===== src/include/core_cfg.svh =====
////////////////////////////////////////
// core configuration defines
// bridge widths, register hold length and
// video formatter timing constants
////////////////////////////////////////

`ifndef CORE_CFG_SVH
`define CORE_CFG_SVH

////////////////////////////////////////
// bridge bus
////////////////////////////////////////

// address width of the bridge bus
`define CORE_ADDR_WIDTH 32
// write data width of the bridge bus
`define CORE_DATA_WIDTH 32

////////////////////////////////////////
// settings
////////////////////////////////////////

// reset hold length, short for simulation
`define CORE_RESET_HOLD_CYCLES 64
// depth of the settings register chain
`define CORE_SYNC_STAGES 3

////////////////////////////////////////
// video
////////////////////////////////////////

`define CORE_RGB_WIDTH 24
// hsync delay, keeps hs clear of vs
`define CORE_HS_DELAY 7
// orientation flag position in slot word
`define CORE_SLOT_BIT 13

`endif


===== src/verilog/core_pkg.sv =====
////////////////////////////////////////
// core shared types
// register map, orientation modes and the
// structs carried between the blocks
////////////////////////////////////////

`include "core_cfg.svh"

package core_pkg;

  // bridge register map
  typedef enum logic [`CORE_ADDR_WIDTH-1:0] {
    reg_cart_download   = 32'h0000_0000,
    reg_color_cart      = 32'h0000_0004,
    reg_bw_bios         = 32'h0000_0008,
    reg_color_bios      = 32'h0000_000C,
    reg_save_download   = 32'h0000_0010,
    reg_reset           = 32'h0000_0050,
    reg_system          = 32'h0000_0100,
    reg_turbo           = 32'h0000_0110,
    reg_rewind          = 32'h0000_0114,
    reg_triple_buffer   = 32'h0000_0200,
    reg_flickerblend    = 32'h0000_0204,
    reg_orientation     = 32'h0000_0208,
    reg_flip_h          = 32'h0000_020C,
    reg_ff_sound        = 32'h0000_0300
  } bridge_reg_e;

  // display orientation modes
  typedef enum logic [1:0] {
    orient_auto           = 2'd0,
    orient_horizontal     = 2'd1,
    orient_vertical       = 2'd2,
    orient_alt_horizontal = 2'd3
  } orientation_e;

  // all core settings, msb first
  typedef struct packed {
    logic         external_reset;
    logic         cart_download;
    logic         is_color_cart;
    logic         bw_bios_download;
    logic         color_bios_download;
    logic         save_download;
    logic [1:0]   configured_system;
    logic         use_cpu_turbo;
    logic         use_rewind_capture;
    logic         use_triple_buffer;
    logic [1:0]   configured_flickerblend;
    orientation_e configured_orientation;
    logic         use_flip_horizontal;
    logic         use_fastforward_sound;
  } core_settings_t;

  // video straight from the emulator core
  typedef struct packed {
    logic                       hblank;
    logic                       vblank;
    logic                       hsync;
    logic                       vsync;
    logic [`CORE_RGB_WIDTH-1:0] rgb;
    logic                       is_vertical;
  } core_video_t;

  // video as the scaler expects it
  typedef struct packed {
    logic [`CORE_RGB_WIDTH-1:0] rgb;
    logic                       de;
    logic                       hs;
    logic                       vs;
  } scaler_video_t;

endpackage


===== src/verilog/bridge_settings_regs.sv =====
////////////////////////////////////////
// bridge settings registers
// decodes bridge writes into the core
// settings and runs the reset hold counter
////////////////////////////////////////

`timescale 1ns/1ps

`include "core_cfg.svh"

module bridge_settings_regs (
  input  logic                        clk_74a,
  input  logic                        reset,

  // bridge write port
  input  logic [`CORE_ADDR_WIDTH-1:0] bridge_addr,
  input  logic                        bridge_wr,
  input  logic [`CORE_DATA_WIDTH-1:0] bridge_wr_data,

  // settings before the register chain
  output core_pkg::core_settings_t    raw_settings
);

  // counter wide enough for the full hold value
  localparam int hold_width = $clog2(`CORE_RESET_HOLD_CYCLES + 1);
  localparam logic [hold_width-1:0] hold_load = hold_width'(`CORE_RESET_HOLD_CYCLES);

  // register copy of the settings
  // external_reset field here stays zero, the counter drives it
  core_pkg::core_settings_t cfg_q;

  // reset hold countdown
  logic [hold_width-1:0] hold_cnt;

  ////////////////////////////////////////
  // reset hold counter
  ////////////////////////////////////////

  always_ff @(posedge clk_74a) begin
    if (reset) begin
      hold_cnt <= '0;
    end else begin
      // count down while holding
      if (hold_cnt != '0) begin
        hold_cnt <= hold_cnt - 1'b1;
      end
      // reset write restarts the hold, data ignored
      if (bridge_wr && (bridge_addr == core_pkg::reg_reset)) begin
        hold_cnt <= hold_load;
      end
    end
  end

  ////////////////////////////////////////
  // register decode
  ////////////////////////////////////////

  always_ff @(posedge clk_74a) begin
    if (reset) begin
      cfg_q <= '0;
    end else if (bridge_wr) begin
      case (bridge_addr)
        // downloads and cart type
        core_pkg::reg_cart_download: begin
          cfg_q.cart_download <= bridge_wr_data[0];
        end
        core_pkg::reg_color_cart: begin
          cfg_q.is_color_cart <= bridge_wr_data[0];
        end
        core_pkg::reg_bw_bios: begin
          cfg_q.bw_bios_download <= bridge_wr_data[0];
        end
        core_pkg::reg_color_bios: begin
          cfg_q.color_bios_download <= bridge_wr_data[0];
        end
        core_pkg::reg_save_download: begin
          cfg_q.save_download <= bridge_wr_data[0];
        end
        // system and cpu
        core_pkg::reg_system: begin
          cfg_q.configured_system <= bridge_wr_data[1:0];
        end
        core_pkg::reg_turbo: begin
          cfg_q.use_cpu_turbo <= bridge_wr_data[0];
        end
        core_pkg::reg_rewind: begin
          cfg_q.use_rewind_capture <= bridge_wr_data[0];
        end
        // display options
        core_pkg::reg_triple_buffer: begin
          cfg_q.use_triple_buffer <= bridge_wr_data[0];
        end
        core_pkg::reg_flickerblend: begin
          cfg_q.configured_flickerblend <= bridge_wr_data[1:0];
        end
        core_pkg::reg_orientation: begin
          cfg_q.configured_orientation <= core_pkg::orientation_e'(bridge_wr_data[1:0]);
        end
        core_pkg::reg_flip_h: begin
          cfg_q.use_flip_horizontal <= bridge_wr_data[0];
        end
        // sound
        core_pkg::reg_ff_sound: begin
          cfg_q.use_fastforward_sound <= bridge_wr_data[0];
        end
        // reset handled by the counter, unknown addresses dropped
        default: begin
        end
      endcase
    end
  end

  // merge registers with the hold state
  always_comb begin
    raw_settings                = cfg_q;
    raw_settings.external_reset = (hold_cnt != '0);
  end

  ////////////////////////////////////////
  // checks
  ////////////////////////////////////////

  // hold never runs past its load value
  a_hold_bounded: assert property (
    @(posedge clk_74a) disable iff (reset)
      hold_cnt <= hold_load
  );

endmodule


===== src/verilog/settings_sync.sv =====
////////////////////////////////////////
// settings register chain
// carries the settings struct through a
// fixed number of register stages
////////////////////////////////////////

`timescale 1ns/1ps

`include "core_cfg.svh"

module settings_sync (
  input  logic                     clk_74a,
  input  logic                     reset,

  // settings from the register decode
  input  core_pkg::core_settings_t raw_settings,

  // settings after the last stage
  output core_pkg::core_settings_t settings
);

  localparam int sync_stages = `CORE_SYNC_STAGES;

  // one struct per stage, stage 0 nearest the input
  core_pkg::core_settings_t stage_q [sync_stages];

  ////////////////////////////////////////
  // register chain
  ////////////////////////////////////////

  always_ff @(posedge clk_74a) begin
    if (reset) begin
      for (int i = 0; i < sync_stages; i++) begin
        stage_q[i] <= '0;
      end
    end else begin
      // first stage samples the raw value
      stage_q[0] <= raw_settings;
      // the rest shift along
      for (int i = 1; i < sync_stages; i++) begin
        stage_q[i] <= stage_q[i-1];
      end
    end
  end

  // last stage feeds the core and the video path
  assign settings = stage_q[sync_stages-1];

endmodule


===== src/verilog/video_output_formatter.sv =====
////////////////////////////////////////
// video output formatter
// registers core video for the scaler,
// inserts the orientation slot word and
// shapes hsync and vsync into pulses
////////////////////////////////////////

`timescale 1ns/1ps

`include "core_cfg.svh"

module video_output_formatter (
  input  logic                    clk_74a,
  input  logic                    reset,

  // raw core video
  input  core_pkg::core_video_t   core_video,

  // synchronised orientation mode
  input  core_pkg::orientation_e  orientation,

  // registered scaler video
  output core_pkg::scaler_video_t scaler_video
);

  localparam int hs_width = $clog2(`CORE_HS_DELAY + 1);
  localparam logic [hs_width-1:0] hs_load = hs_width'(`CORE_HS_DELAY);

  // display enable this cycle
  logic de;

  // orientation flag and slot word
  logic                       video_orientation;
  logic [`CORE_RGB_WIDTH-1:0] video_slot_rgb;

  // previous samples for edge detect
  logic de_prev;
  logic hs_prev;
  logic vs_prev;

  // hsync delay countdown
  logic [hs_width-1:0] hs_delay;

  assign de = ~(core_video.hblank | core_video.vblank);

  ////////////////////////////////////////
  // slot word
  ////////////////////////////////////////

  // auto follows the core, vertical forces the second slot
  always_comb begin
    case (orientation)
      core_pkg::orient_auto:     video_orientation = core_video.is_vertical;
      core_pkg::orient_vertical: video_orientation = 1'b1;
      default:                   video_orientation = 1'b0;
    endcase
  end

  // all zero except the orientation bit
  always_comb begin
    video_slot_rgb                 = '0;
    video_slot_rgb[`CORE_SLOT_BIT] = video_orientation;
  end

  ////////////////////////////////////////
  // output registers
  ////////////////////////////////////////

  always_ff @(posedge clk_74a) begin
    if (reset) begin
      scaler_video <= '0;
      de_prev      <= 1'b0;
      hs_prev      <= 1'b0;
      vs_prev      <= 1'b0;
      hs_delay     <= '0;
    end else begin
      // de and pixels
      scaler_video.de <= de;
      if (de) begin
        scaler_video.rgb <= core_video.rgb;
      end else if (de_prev) begin
        // first blanked cycle carries the slot word
        scaler_video.rgb <= video_slot_rgb;
      end else begin
        scaler_video.rgb <= '0;
      end

      // hsync countdown, pulse as it reaches zero
      if (hs_delay != '0) begin
        hs_delay <= hs_delay - 1'b1;
      end
      scaler_video.hs <= (hs_delay == hs_width'(1));
      // rising hsync restarts the delay
      if (core_video.hsync && !hs_prev) begin
        hs_delay <= hs_load;
      end

      // single cycle vs on rising vsync
      scaler_video.vs <= core_video.vsync & ~vs_prev;

      de_prev <= de;
      hs_prev <= core_video.hsync;
      vs_prev <= core_video.vsync;
    end
  end

  ////////////////////////////////////////
  // checks
  ////////////////////////////////////////

  a_hs_single: assert property (
    @(posedge clk_74a) disable iff (reset)
      scaler_video.hs |=> !scaler_video.hs
  );

  a_vs_single: assert property (
    @(posedge clk_74a) disable iff (reset)
      scaler_video.vs |=> !scaler_video.vs
  );

endmodule


===== src/verilog/core_settings_top.sv =====
////////////////////////////////////////
// core settings top level
// bridge register decode, settings chain
// and the scaler video formatter
////////////////////////////////////////

`timescale 1ns/1ps

`include "core_cfg.svh"

module core_settings_top (
  input  logic                        clk_74a,
  input  logic                        reset,

  // bridge bus, synchronous to clk_74a
  input  logic [`CORE_ADDR_WIDTH-1:0] bridge_addr,
  input  logic                        bridge_wr,
  input  logic [`CORE_DATA_WIDTH-1:0] bridge_wr_data,

  // video from the emulator core
  input  core_pkg::core_video_t       core_video,

  // synchronised settings for the emulator core
  output core_pkg::core_settings_t    settings,

  // video to the scaler
  output core_pkg::scaler_video_t     scaler_video
);

  // settings before the chain
  core_pkg::core_settings_t raw_settings;

  ////////////////////////////////////////
  // producer
  ////////////////////////////////////////

  bridge_settings_regs u_regs (
    .clk_74a        (clk_74a),
    .reset          (reset),
    .bridge_addr    (bridge_addr),
    .bridge_wr      (bridge_wr),
    .bridge_wr_data (bridge_wr_data),
    .raw_settings   (raw_settings)
  );

  ////////////////////////////////////////
  // buffer
  ////////////////////////////////////////

  settings_sync u_sync (
    .clk_74a      (clk_74a),
    .reset        (reset),
    .raw_settings (raw_settings),
    .settings     (settings)
  );

  ////////////////////////////////////////
  // consumer
  ////////////////////////////////////////

  // only the orientation reaches the video path
  video_output_formatter u_video (
    .clk_74a      (clk_74a),
    .reset        (reset),
    .core_video   (core_video),
    .orientation  (settings.configured_orientation),
    .scaler_video (scaler_video)
  );

endmodule


===== config.mk =====
export PLATFORM = sky130hd
export DESIGN_NAME = core_settings_top
export DESIGN_NICKNAME = d
export VERILOG_FILES = /design/src/verilog/core_pkg.sv /design/src/verilog/bridge_settings_regs.sv /design/src/verilog/settings_sync.sv /design/src/verilog/video_output_formatter.sv /design/src/verilog/core_settings_top.sv
export VERILOG_INCLUDE_DIRS = /design/src /design/src/include
export SDC_FILE = /design/constraint.sdc
export NUM_CORES = 1
export LEC_CHECK = 0
export BUFFER_PORTS_ARGS = -buffer_cell sky130_fd_sc_hd__buf_2
export CORE_AREA = 5 5 97 99
export DETAILED_ROUTE_END_ITERATION = 8
export DIE_AREA = 0 0 102 104
export PLACE_DENSITY = 0.72
export SLEW_MARGIN = 30
export SYNTH_ARGS = -nofsm -noshare
export SYNTH_HDL_FRONTEND = slang
export SYNTH_SLANG_ARGS = --single-unit

===== constraint.sdc =====
create_clock -name clk_74a -period 2.18 [get_ports clk_74a]
set_clock_uncertainty 0.05 [all_clocks]
set_input_delay 0.218 -clock clk_74a [delete_from_list [all_inputs] [get_ports clk_74a]]
set_output_delay 0.218 -clock clk_74a [all_outputs]
set_load 0.01 [all_outputs]

; Word-level counts from Yosys, hierarchy flattened
; Memories as Yosys holds them, arrays and structs flattened.
; Index checks and enable logic that the tools add are counted.
; Widths: inputs -> output; s select.
[word_totals]
register_bits = 55
ramBits = 51
inputBits = 96
out_inout_bits = 44
wordCells = 83
mem_count = 1
[mem_list]
columns = name, words, width, read_ports, rd_clocked_by_memory_dff, write_ports, line_no
row1 = u_sync.stage_q, 3, 17, 3, 0, 3, settings_sync.sv:25  ; core_pkg::core_settings_t stage_q [sync_stages];
[op_classes]
n_addsub = 2
n_eq_ne = 15
muxes = 13
bitwise = 7
n_reduce_logical = 23
[ops]
columns = op, count
row1 = $eq 32x10->1 const B, 5
row2 = $eq 32x9->1 const B, 3
row3 = $eq 32x4->1 const B, 2
row4 = $mux 17, 3
row5 = $eq 32x3->1 const B, 1
row6 = $eq 32x5->1 const B, 1
row7 = $eq 32x7->1 const B, 1
row8 = $logic_not 32->1, 1
row9 = $reduce_and 2->1, 13
row10 = $mux 24, 1
row11 = $mux 14, 1
row12 = $mux 7, 2
row13 = $reduce_bool 7->1, 1
row14 = $sub 7x1->7 const B, 1
row15 = $mux 3, 2
row16 = $or 1x1->1, 4
row17 = $reduce_bool 2->1, 2
row18 = $eq 3x1->1 const B, 1
row19 = $mux 1, 3
row20 = $reduce_bool 3->1, 1
row21 = $sub 3x1->3 const B, 1
row22 = $eq 2x2->1 const B, 1
row23 = $logic_and 1x1->1, 2
row24 = $logic_not 2->1, 1
row25 = other kinds (5), 6

; Logic depth before layout (Yosys ltp)
; An unclocked memory read counts as a cell.
[logic_depth]
word_depth = 5
depth_mapped = 6
mapped_depth_nobuf = 6

; Cells and area by module
; Synthesis repeated with hierarchy kept, for this count alone.
[unflattened]
cells_unflattened = 340
area_unflattened_um2 = 3727.3
[by_module_without_submodules]
columns = mod, instances, cells_each, area_each_um2, seq_area_each_um2
row1 = settings_sync, 1, 124, 1492.7, 1021.0
row2 = bridge_settings_regs, 1, 133, 1208.7, 460.4
row3 = video_output_formatter, 1, 83, 1026.0, 640.6

; Worst setup path after synthesis
; OpenSTA, ideal clock, no wires.
[synth_path]
kind = input-to-reg
start = in bridge_addr[17]
end = reg u_regs.cfg_q, in the netlist u_regs.raw_settings[0]
setup_time_ns = 0.072
arrival_ns = 1.479
required_time_ns = 2.058
path_slack_ns = 0.579
path_stages = 6
path_buffers = 2
cell_sequence = nor4_1 nand4_1 buf_2 buf_4 nor4_2 mux2i_1
[synth_via]
elab_chain_len = 2
[synth_rtl]
columns = element, line_no
row1 = "start, declared", core_settings_top.sv:16  ; input logic [`CORE_ADDR_WIDTH-1:0] bridge_addr,
row2 = $eq 32x10->1, bridge_settings_regs.sv:62  ; case (bridge_addr)
row3 = $reduce_and 2->1 (no source line), n/a
row4 = "end, declared", bridge_settings_regs.sv:30  ; core_pkg::core_settings_t cfg_q;
; No other way between the ends.
; A chain may end at the register's enable or synchronous reset.

; Worst setup path in the final report
[layout_path]
start = reg u_regs.hold_cnt[0]
end = reg u_regs.hold_cnt[4]
[layout_via]
elab_chain_len = 1
elab_cells_between_ends = 2
cone_classes = 1 x add/sub / 1 x reduce/logical
[layout_rtl]
columns = element, line_no
row1 = "start, declared", bridge_settings_regs.sv:33  ; logic [hold_width-1:0] hold_cnt;
row2 = "start signal, assigned", bridge_settings_regs.sv:45  ; hold_cnt <= hold_cnt - 1'b1;
row3 = "start signal, assigned", bridge_settings_regs.sv:49  ; hold_cnt <= hold_load;
row4 = $sub 7x1->7 or $reduce_bool 7->1 (tied branches), "bridge_settings_regs.sv:45, bridge_settings_regs.sv:44"
; Several ways; a longest one is shown, not always the timed one.

==> summary.txt <==
status = finished clean
worst r2r dst = u_regs.hold_cnt[4]$_SDFFE_PP0P_
RR Startpoint = u_regs.hold_cnt[0]$_SDFFE_PP0P_
Overflow after GRT = 0
crit-path leading delay family = simple AND/OR/NAND/NOR gates
DP HPWL = 4680 um
Post-CTS Setup Repair Bufs = 0
worst vdd ir = 0.333 mV
Detailed Route Iter0 Violations = 90
clk buf depth = 2
Yosys reg bits = 106
slack of the critical path = 0.589 ns
TritonCTS clock tree = built
setup TNS = 0 ns
clock sink count = 106
wire length per cell after detailed routing = 11.7 um
Worst EP arrival = 1.81 ns
Die Wd = 102 um
WL final = 6330 um
insertion delay to the later sink of the worst-skew pair = 0.34 ns
CP Max Fanout = 5
# hold bufs at CTS = 0
share of layout cells above drive strength 1 = 32.0%
Pre-antenna DRT Iters = 4
hold worst-path end = u_video.scaler_video[17]$_SDFF_PP0_
clock-pin slew on the worst setup and hold paths = 0.09 ns
leak pwr = 0.00198 uW
vias = 2514
area delta synth->final = 20.2%
pin count of the biggest net entering global routing = 49
min-delay worst type = primary input to flip-flop
Max stage delay on crit path = 0.35 ns
hold path startpoint = core_video[15]
top cells by area, synth = dfxtp_1 (58%), nor2b_1 (7.9%), and2_1 (3.9%)
Max Freq = 629 MHz
synth warn = 0
r2r worst-path depth = 5
power per cell area = 869 nW/um^2
most frequent cells in the layout = buf_2 (109), dfxtp_1 (106), nor2b_1 (46), and2_1 (23)
post-synthesis sequential area ratio = 58.2%
root buffer cell = clkbuf_8
Post-Syn Area per Cell = 10.8 um^2
RSZ-0062 raised after global routing = no
critical path class = flip-flop to flip-flop
final period demand of the worst path = 1.59 ns
post-synth top area share = 58.2%
# DRC = 0
Crit-path slowest cell = dfxtp_1
RePlAce Congestion = 0.764
crit path cell chain = inv_1 -> ha_1 -> and4bb_2 -> or2_2 -> nor3_1
die height = 104 um
Post-Syn Nets = 437
ys async rst share = 0%
total core area = 8470 um^2
Startpoint Class = flip-flop
ANT cells = 0
ys flop type = dfxtp_1
Core Rows = 34
Port Buffers = 109
I/O Pins = 140
EDFF count, synth = 0
Fin. Hold Viols = 0
slew margin rel. = 60.3%
Final Slew Violations = 0
first-pass GRT wire length = 10200 um
unique cell type count in the Yosys netlist = 36
Required @ worst endpoint = 2.40 ns
Nets = 531
flop2flop setup slack = 0.59 ns
Vias/cell = 4.64
worst-margin pin slew = 0.590 ns
total track usage = 11.8%
DP Worst Slack = 0.252 ns
total CTS buffers = 9
H-tree depth = 3
cells after synthesis = 337
fin crit share = 73.0%
Final setup viols = 0
max capacitance violation total = 0
die area = 10600 um^2
post-CTS sizing = 0
initial antenna violation count = 0
hold path cells = 2
Final ANT Viol Nets = 0
Starting Density = 43.1%
Worst Path Buf+Inv = 1
most common cell after layout, fill and taps aside = buf_2
Yosys top cell by area = dfxtp_1
Syn Std Cell Area = 3650 um^2
vias in the first global route = 2349
crit path capture type = flip-flop
==> per-layer routing <==
layer,GRT usage (%),share of wire [%]
met1,14.8,42
met3,3.49,12
met2,18.5,44
met5,0,0
met4,5.15,1.6
==> power by group <==
part           switching [uW]  leakage, uW  internal [uW]
sequential               49.9     0.000860           2030
combinational             244      0.00102            244
clock                     580     0.000105            665
==> per-stage QoR <==
stage	power, uW	hold WS, ns	area [um^2]	utilization (%)	std cells
4_1_cts	3860	0.00285	4380	51.8	542
6_report	3810	0.0228	4380	51.8	542
2_1_floorplan	2470	0.290	3650	-	337
3_3_place_gp	2590	0.321	4180	49.3	528
5_1_grt	4010	0.00671	4380	51.8	542
3_5_place_dp	2610	0.325	4180	49.3	528
==> worst max-delay path by stage <==
stage                                     endpoint  cells past startpoint                       startpoint
2_1_floorplan  u_regs.raw_settings[0]$_SDFFE_PP0P_                      6                  bridge_addr[17]
3_3_place_gp       u_regs.hold_cnt[1]$_SDFFE_PP0P_                      6                  bridge_addr[17]
3_5_place_dp       u_regs.hold_cnt[1]$_SDFFE_PP0P_                      6                  bridge_addr[28]
4_1_cts            u_regs.hold_cnt[3]$_SDFFE_PP0P_                      5  u_regs.hold_cnt[0]$_SDFFE_PP0P_
5_1_grt            u_regs.hold_cnt[3]$_SDFFE_PP0P_                      5  u_regs.hold_cnt[0]$_SDFFE_PP0P_
6_report           u_regs.hold_cnt[4]$_SDFFE_PP0P_                      5  u_regs.hold_cnt[0]$_SDFFE_PP0P_
==> sequential cells by signal, indices dropped and copies added, names as in the netlist <==
register and flops:
u_sync.stage_q 51, u_video.hs_prev 1, u_regs.raw_settings 16, u_video.vs_prev 1, u_video.scaler_video 27, u_regs.hold_cnt 7
u_video.hs_delay 3
==> layout make-up <==
| type | instances | area (um^2) |
|---|---|---|
| fillers | 788 | 4080 |
| flip-flops and latches | 106 | 2120 |
| multi-input cells | 186 | 1280 |
| repair buffers | 114 | 583 |
| clock buffers | 11 | 141 |
| well taps | 108 | 135 |
| clock inverters | 3 | 65.1 |
| inverters | 14 | 52.6 |
==> cell usage after synthesis, types with 5 or more instances <==
| master | n |
|---|---|
| a21oi_1 | 5 |
| clkbuf_1 | 11 |
| nor2_1 | 9 |
| mux2i_1 | 10 |
| dfxtp_1 | 106 |
| buf_4 | 19 |
| nand2b_1 | 14 |
| inv_1 | 14 |
| nor4_2 | 8 |
| nand2_1 | 7 |
| and2_1 | 23 |
| nor3_1 | 9 |
| nor2b_1 | 46 |
| nor4_1 | 7 |
==> cell families (layout without fill, tap and decap cells) <==
logic type	after synthesis	after routing	share of synthesized area, %
flops	106	106	58.2
xor+xnor	6	6	1.44
compound gates	17	17	3.02
buf+inv	45	142	6.62
fa+ha+maj	4	4	1.37
simple gates	149	149	26.6
mux	10	10	2.74
(Power assumes the default switching activity.)
